**config.mk**
```make
export PLATFORM = sky130hd
export DESIGN_NAME = kd_wb_port
export DESIGN_NICKNAME = d
export VERILOG_FILES = /design/src/kd_pkg.sv /design/src/kd_wb_port.sv
export SDC_FILE = /design/constraint.sdc
export NUM_CORES = 1
export LEC_CHECK = 0
export ABC_AREA = 1
export BUFFER_PORTS_ARGS = -buffer_cell sky130_fd_sc_hd__buf_2
export CAP_MARGIN = 40
export CELL_PAD_IN_SITES_DETAIL_PLACEMENT = 1
export CELL_PAD_IN_SITES_GLOBAL_PLACEMENT = 1
export CORE_MARGIN = 4
export CORE_UTILIZATION = 26
export DETAILED_ROUTE_END_ITERATION = 10
export PLACE_DENSITY_LB_ADDON = 0.1
export SETUP_SLACK_MARGIN = 0.15
export SYNTH_ARGS = -nofsm -noshare
export SYNTH_HDL_FRONTEND = slang
export SYNTH_SLANG_ARGS = --single-unit
```
**constraint.sdc**
```tcl
create_clock -name clk -period 1.85 [get_ports clk]
set_input_delay 0.37 -clock clk [delete_from_list [all_inputs] [get_ports clk]]
set_output_delay 0.37 -clock clk [all_outputs]
set_load 0.05 [all_outputs]
```
**src/kd_pkg.sv**
```systemverilog
// kd tree search shared definitions
`default_nettype none

package kd_pkg;

    // patch geometry
    localparam int KD_COMP_W  = 11;                    // one component, also dim and median
    localparam int KD_COMPS   = 5;                     // components per patch
    localparam int KD_PATCH_W = KD_COMPS * KD_COMP_W;  // component 0 sits in the low bits

    // node word, dimension above median
    localparam int KD_NODE_W = 2 * KD_COMP_W;

    // deepest tree the core can be built for
    // leaf index and node address are both this wide
    localparam int KD_MAX_DEPTH = 6;

    // tree view of a node word
    typedef struct packed {
        logic [KD_COMP_W-1:0] dim;     // split dimension, >= KD_COMPS picks component 0
        logic [KD_COMP_W-1:0] median;  // split value
    } node_tree_t;

    // bus view, half 0 = median, half 1 = dimension
    typedef logic [1:0][KD_NODE_W/2-1:0] node_halves_t;

    // one stored node, decoded by the search path as tree and by the bus as halves
    typedef union packed {
        node_tree_t   tree;
        node_halves_t half;
    } node_word_t;

endpackage

`default_nettype wire

```
**src/kd_wb_port.sv**
```systemverilog
// wishbone slave for node words
`default_nettype none

module kd_wb_port #(
    parameter logic [31:0] WB_BASE = 32'h0000_0300
) (
    input  logic                            clk,
    input  logic                            rst_n,
    input  logic                            cfg_mode_i,   // port only answers in config mode
    input  logic                            wbs_cyc_i,
    input  logic                            wbs_stb_i,
    input  logic                            wbs_we_i,
    input  logic [3:0]                      wbs_sel_i,    // full words only, lanes not decoded
    input  logic [31:0]                     wbs_adr_i,
    input  logic [31:0]                     wbs_dat_i,    // bit 11 = half select
    output logic                            wbs_ack_o,
    output logic [31:0]                     wbs_dat_o,
    output logic                            wb_wen_o,     // commit pulse, with ack
    output logic [kd_pkg::KD_MAX_DEPTH-1:0] wb_node_adr_o,
    output kd_pkg::node_word_t              wb_wdata_o,
    input  kd_pkg::node_word_t              wb_rdata_i
);
    import kd_pkg::*;

    logic [31:0]          rel_adr;   // offset from base
    logic                 req;       // live request
    logic                 req_q;     // req last cycle
    logic                 accept;    // first cycle of stb
    logic                 half_sel;
    logic                 ack_q;
    logic                 wen_q;
    logic [KD_COMP_W-1:0] lo_q;      // pending half 0
    node_word_t           wdata_q;   // word being committed
    logic [KD_COMP_W-1:0] rd_q;      // returned half

    // word aligned node address
    assign rel_adr       = wbs_adr_i - WB_BASE;
    assign wb_node_adr_o = rel_adr[KD_MAX_DEPTH+1:2];

    assign req      = cfg_mode_i & wbs_cyc_i & wbs_stb_i;
    assign accept   = req & ~req_q;         // one ack per stb assertion
    assign half_sel = wbs_dat_i[KD_COMP_W];

    // control
    always_ff @(posedge clk) begin
        if (!rst_n) begin
            req_q <= 1'b0;
            ack_q <= 1'b0;
            wen_q <= 1'b0;
            lo_q  <= '0;
        end else begin
            req_q <= req;
            ack_q <= accept;
            wen_q <= accept & wbs_we_i & half_sel;  // half 1 commits
            if (accept && wbs_we_i && !half_sel) begin
                lo_q <= wbs_dat_i[KD_COMP_W-1:0];  // hold until half 1
            end
        end
    end

    // payload, sampled with the request
    always_ff @(posedge clk) begin
        if (accept) begin
            wdata_q.half[1] <= wbs_dat_i[KD_COMP_W-1:0];
            wdata_q.half[0] <= lo_q;
            rd_q            <= wb_rdata_i.half[half_sel];
        end
    end

    assign wbs_ack_o  = ack_q;
    assign wb_wen_o   = wen_q;
    assign wb_wdata_o = wdata_q;
    assign wbs_dat_o  = {{(32-KD_COMP_W){1'b0}}, rd_q};  // zero extended half

endmodule

`default_nettype wire

```
After elaboration in Yosys (flattened, before gate mapping) --
Cells that the tools add are included.
Storage, ports and cells: logic and storage cells 19, input bits 96, bits in registers 47, output and inout bits 62
Operators by class: reduce and logical (&&, ||, !) cells 3, order comparisons 1, bitwise operators 6, muxes and demuxes 2, $add $sub $neg 1
Operators with widths (number):
- $mux W11 | 2
- $sub A8 B1 Y8 const B | 1
- $and A1 B1 Y1 | 5
- $logic_and A1 B1 Y1 | 2
- $lt A1 B2 Y1 const B | 1
- $logic_not A1 Y1 | 1
- $not A1 Y1 | 1

Depth between registers and ports, before layout --
Gate-level depths: netlist (run 1).
depth in word-level cells 5, gate-level depth with buffers 7, depth with buffers taken out 6

Worst setup path after synthesis (run 1) --
OpenSTA, ideal clock, no wires.
kind in2reg, start point input port wbs_stb_i, end point register rd_q[0] (enable), library setup time 0.388 ns, data arrival time 1.173 ns, buffers on the path 0, slack 0.290 ns, required time 1.462 ns, stages on the path 2, cell sequence nand4_1 -> inv_1
On the way: longest elaborated chain between the ends 2
Ends and longest elaborated chain:
- from (decl) | RTL line kd_wb_port.sv:11 | input logic wbs_stb_i,
- $and A1 B1 Y1 | RTL line kd_wb_port.sv:40 | assign req = cfg_mode_i & wbs_cyc_i & wbs_stb_i;
- $and A1 B1 Y1 | RTL line kd_wb_port.sv:41 | assign accept = req & ~req_q;
- named net accept | RTL line kd_wb_port.sv:28 | logic accept;
- to (signal assigned) | RTL line kd_wb_port.sv:66 | rd_q <= wb_rdata_i.half[half_sel];
- to (decl) | RTL line kd_wb_port.sv:34 | logic [KD_COMP_W-1:0] rd_q;
The timed path passes the listed nets, and every way through them passes these cells. A chain may end at the register's enable or synchronous reset.

Final worst setup path (run 1) --
start point register wdata_q (netlist bit wb_wdata_o[1]), end point output port wb_wdata_o[1] (netlist name)
RTL lines:
- from (decl) | RTL line kd_wb_port.sv:33 | node_word_t wdata_q;
- to (decl) | RTL line kd_wb_port.sv:20 | output kd_pkg::node_word_t wb_wdata_o,
No word-level cell between the ends.

==> results of run 1 <==
[how the worst min path moves through the flow]
stage,slack (ns),cells past startpoint,to,start
2_1_floorplan,0.41,0,wb_wdata_o[0],lo_q[0]
3_3_place_gp,0.41,0,wb_wdata_o[3],lo_q[3]
3_5_place_dp,0.42,0,wb_wdata_o[2],lo_q[2]
4_1_cts,0.25,1,wb_wdata_o[13],wbs_dat_i[2]
5_1_grt,0.25,1,wb_wdata_o[17],wbs_dat_i[6]
6_report,0.26,1,wb_wdata_o[18],wbs_dat_i[7]
[final cells by class]
class                   instances  area [um2]  area share [%]
clock inverters                 1        30.0            1.26
well taps                      96         120            5.05
inverters                      17        63.8            2.68
clock buffers                   7        76.3            3.21
repair buffers                 77         405            17.0
multi-input cells             106         413            17.4
flip-flops and latches         47        1270            53.4
[kinds of logic (layout without fill, tap and decap cells)]
| logic type | after synthesis | count (layout) | share of synthesized area, % |
|---|---|---|---|
| buffers and inverters | 49 | 102 | 15.6 |
| AND/OR/NAND/NOR | 85 | 85 | 17.5 |
| flip-flops | 47 | 47 | 66.7 |
| other | 1 | 21 | 0.197 |
[routing by layer]
metal / vias up / part of all wire, %
met2: 57 / 48
met3: 9 / 8.9
met4: 0 / 2.3
met5: - / 0
met1: 578 / 41
li1: 659 / -
[state kept, by name, summed over array words and instances, names as in the netlist]
| name | cells |
|---|---|
| lo_q | 11 |
| wb_wen_o | 1 |
| rd_q | 11 |
| wbs_ack_o | 1 |
| wb_wdata_o | 22 |
| req_q | 1 |
[report_power, final]
part	internal, mW	total [mW]	switching [mW]
combinational	0.0619	0.294	0.232
sequential	1.15	1.16	0.00661
clock	0.405	0.737	0.333
[cells in the final DEF (no fill, tap or decap)]
| cell type | n |
|---|---|
| nor3_1 | 1 |
| nand3_2 | 1 |
| clkbuf_1 | 2 |
| inv_1 | 17 |
| dfxtp_1 | 14 |
| nand2_1 | 56 |
| nand4_1 | 1 |
| nor2_1 | 24 |
| conb_1 | 21 |
| buf_4 | 2 |
| buf_12 | 1 |
| edfxtp_1 | 33 |
| nor2_2 | 1 |
| bufinv_16 | 1 |
| buf_2 | 74 |
| clkbuf_8 | 5 |
| nor4_1 | 1 |
[through the flow]
step,total power [mW],hold WS (ns),std cells
finish,2.19,0.264,351
global route,2.30,0.247,351
CTS,2.23,0.249,351
detailed placement,1.48,0.417,343
global placement,1.48,0.411,343
floorplan,1.47,0.408,202
==> impl_metrics.toml, run 1 <==
[status]
status = "finished clean"

[global_routing]
antenna_found_initial = 0
grt_pass1_vias = 1245
grt_util_met2_pct = 15.7
grt.total_usage_pct = 9.38
overflow = 0
grt_use_met1_pct = 11.3
grtUsageMet3_pct = 2.09
grt_max_degree = 34
top_usage_layer = "met2"
grt_pass1_wl_mm = 6.34

[layout]
layout-drive-gt1-share_pct = 33.3
insertedDiodeCount = 0
fin_nets = 350
fin_area_um2 = 2380
utilization_pct = 34.3
syn_to_final_growth_pct = 24.9
nFillCells = 827

[synthesis]
ys_seq_elements = 47
syn_area_um2 = 1910
synth.top_cell.area_share_pct = 52.0
synthCells = 182
synth_seq_area_share_pct = 66.7
yosysWarningCount = 0
synth.distinct_cells = 15
yosysMostFrequentCell = "nand2_1"
synth_edf_count = 33
synth_ff_type = "edfxtp_1"
post-synth-top-area-cell = "edfxtp_1"
ys_async_sr_fraction_pct = 0
yosys-top-cells-area = "edfxtp_1 (52%), dfxtp_1 (15%), nand2_1 (11%)"
synth.avg_cell_area_um2 = 10.5
synth_common_cells = "nand2_1 (56), edfxtp_1 (33), buf_4 (27)"

[placed_design]
dpl_worst_slack_ns = 0.531
placed_area_um2 = 2270
place_congestion = 0.670
dp.final_hpwl_mm = 2.99
place.port_buffers = 74

[power]
vdd_drop_max_v = 0.000261
p_per_area_nw_per_um2 = 921
leakage_nw = 1.16

[critical_path]
crit_fanout = 1
cp.depth = 1
required_ns = 1.48
startpoint = "wb_wdata_o[1]"
end_kind = "output port"
r2r_end = "wb_wdata_o[19]"
crit_family = "flip-flops"
reg2regPathDepth = 4
rrSetupSlack_ns = 0.69
path_cells = "buf_2"
worst_setup_path_start_kind = "flip-flop"
slowest_stage = "edfxtp_1"
slowest_delay_ns = 0.40
reg2reg_from = "req_q"
critPathKind = "flip-flop to output port"
crit_end = "wb_wdata_o[1]"
cp_num_buf_inv = 1
cp.arrival_ns = 0.91

[die]
initial_core_util_pct = 27.4
ios = 158
die_area_um2 = 8760
rows = 30
chipHeight_um = 93.6
dieWidth_um = 93.6
core_um2 = 6940

[drt]
ant_nets = 0
drtIter0Drc = 25
vias = 1303
drt_wl_total_mm = 4.08
drc_errors = 0
vias_per_cell = 3.71
dr.pass1.iters = 3
wl_per_cell_um = 11.6

[timing]
setup_ws_ns = 0.566
hold_viol_final = 0
setup_violations = 0
fmax_mhz = 779
tns_ns = 0
finalCriticalPeriod_ns = 1.28
rsz0062_at_grt = "no"
slew_violations = 0
clock_skew_ns = 0.00196
fin_crit_sh_pct = 69.4

[clocking]
clk_pin_slew_worst_paths_ns = 0.08
clock_latency_ns = 0.29
clkSinkCount = 47
cts_resized = 0
clock_tree.root_cell = "clkbuf_8"
hold_buffers = 0
cts-buffers-inserted = 5
htree_levels = 2
cts_tree = "yes"
cts_setup_buffers = 0
clockBufferDepth = 2

[job]
cap_violations = 0

[min_path]
hold_class = "input port to flip-flop"
No activity file was read; power rests on OpenSTA's default activity.
==> inputs of run 2 (changes only) <==
clock period = 1.2 ns   (was 1.85 ns; I/O delays follow)
==> run 2 against run 1 <==
Sequential share of layout area fell by 9.0 points. Sequential power rose by 55%. Critical path type is now flip-flop to flip-flop. First-iteration DRC count rose by 36%. Critical endpoint is now wb_wdata_o[18]. Critical path depth rose by 3. Via count rose by 8.9%.
==> impl_metrics.toml, run 2 (synthesis results as in run 1) <==
[layout]
layout-drive-gt1-share_pct = 48.3
fin_area_um2 = 2870
utilization_pct = 41.3
insertedDiodeCount = 0
fin_nets = 362
largest_register_ffs = 22
final_cell_mix = "nand2_1 (41), buf_2 (39), buf_6 (38)"
regArea_um2 = 1270
multi_input_area_um2 = 528
nFillCells = 797
final_common_cell = "nand2_1"
syn_to_final_growth_pct = 50.6

[drt]
wl_per_cell_um = 13.0
ant_nets = 0
vias_per_cell = 3.91
drc_errors = 0
drtIter0Drc = 34
vias = 1419
dr.pass1.iters = 4
drt_wl_total_mm = 4.71

[clocking]
hold_buffers = 0
cts_tree = "yes"
clk_pin_slew_worst_paths_ns = 0.09
htree_levels = 2
cts-buffers-inserted = 5
clockBufferDepth = 2
clock_latency_ns = 0.30
clock_tree.root_cell = "clkbuf_8"
clkSinkCount = 47

[timing]
finalCriticalPeriod_ns = 1.19
fmax_mhz = 841
tns_ns = 0
clock_skew_ns = 0.00806
hold_viol_final = 0
setup_ws_ns = 0.0115
setup_violations = 0
rsz0062_at_grt = "yes"
slew_violations = 0
fin_crit_sh_pct = 99.0

[global_routing]
grt_pass1_wl_mm = 6.74
overflow = 0
grt_util_met2_pct = 18.3
grt.total_usage_pct = 10.1
grt_max_degree = 23
antenna_found_initial = 0
grt_use_met1_pct = 10.9
grtUsageMet3_pct = 2.74
top_usage_layer = "met2"
grt_pass1_vias = 1407

[power]
power_mw = 3.28
p_per_area_nw_per_um2 = 1140
leakage_nw = 1.29
vdd_drop_max_v = 0.000403

[die]
chipHeight_um = 93.6
core_um2 = 6940
dieWidth_um = 93.6
die_area_um2 = 8760
rows = 30
initial_core_util_pct = 27.4
ios = 158

[critical_path]
cp.arrival_ns = 1.20
critPathKind = "flip-flop to flip-flop"
end_kind = "flip-flop"
crit_fanout = 18
required_ns = 1.21
worst_setup_path_start_kind = "flip-flop"

[status]
status = "finished clean"

[job]
cap_violations = 0

[placed_design]
place_congestion = 0.713
dp.final_hpwl_mm = 3.33
place.port_buffers = 74
dpl_worst_slack_ns = -0.00267
placed_area_um2 = 2350

[min_path]
hold_class = "input port to flip-flop"
-- run 2: cell types whose count changed in the layout (fill, tap and decap cells not counted), moves of 3 or more --
cell / change
nand2_1: -15
buf_6: +38
dfxtp_2: +3
dfxtp_1: -3
nand2_2: +10
nor2_1: -10
nor2_2: +9
buf_4: +4
buf_2: -35
nand2_4: +5
-- run 2: report_power, final --
| group | switching [mW] | total, mW | internal [mW] |
|---|---|---|---|
| logic | 0.386 | 0.553 | 0.167 |
| clock network | 0.522 | 0.934 | 0.412 |
| registers | 0.0184 | 1.80 | 1.78 |
| total | 0.926 | 3.28 | 2.36 |
-- run 2: path summary, 6_finish.rpt --
path	cells after the start	from	slack, ns	endpoint
setup / recovery	4	req_q	0.01	wb_wdata_o[18]
hold / removal	1	wbs_dat_i[10]	0.13	wb_wdata_o[21]
setup reg to reg	4	req_q	0.01	wb_wdata_o[18]
hold reg to reg	0	lo_q[0]	0.44	wb_wdata_o[0]
-- run 2: layer usage --
layer	vias to the layer above	share of wire [%]
met2	58	53
met4	0	2.0
met5	-	0
li1	686	-
met1	663	38
met3	12	6.8
-- run 2: critical path, cell delays in order, from the launching register on --
cell and delay, ns:
dfxtp_2 0.33, inv_2 0.05, nand4_1 0.15, clkinvlp_4 0.19, buf_12 0.17
-- run 2: repair_timing --
| item | 4_1_cts | 5_1_grt |
|---|---|---|
| pin swaps | 0 | 10 |
| cloned | 0 | 3 |
| gates resized for setup | 73 | 39 |
| setup endpoints to repair | 68 | 77 |
| setup buffers | 2 | 1 |
-- run 2: layout make-up --
class                      instances  share of cell area [%]
sequential                        47                    44.4
timing repair buffer              89                    27.6
multi-input combinational        106                    18.4
tap                               96                    4.18
clock buffer                       6                    2.53
inverter                          17                    2.35
clock inverter                     2                   0.480
-- run 2: per-stage QoR --
step                hold WS [ns]  instances
finish                     0.133        363
CTS                        0.120        359
global route               0.116        363
floorplan                  0.339        202
detailed placement         0.416        349
global placement           0.414        349
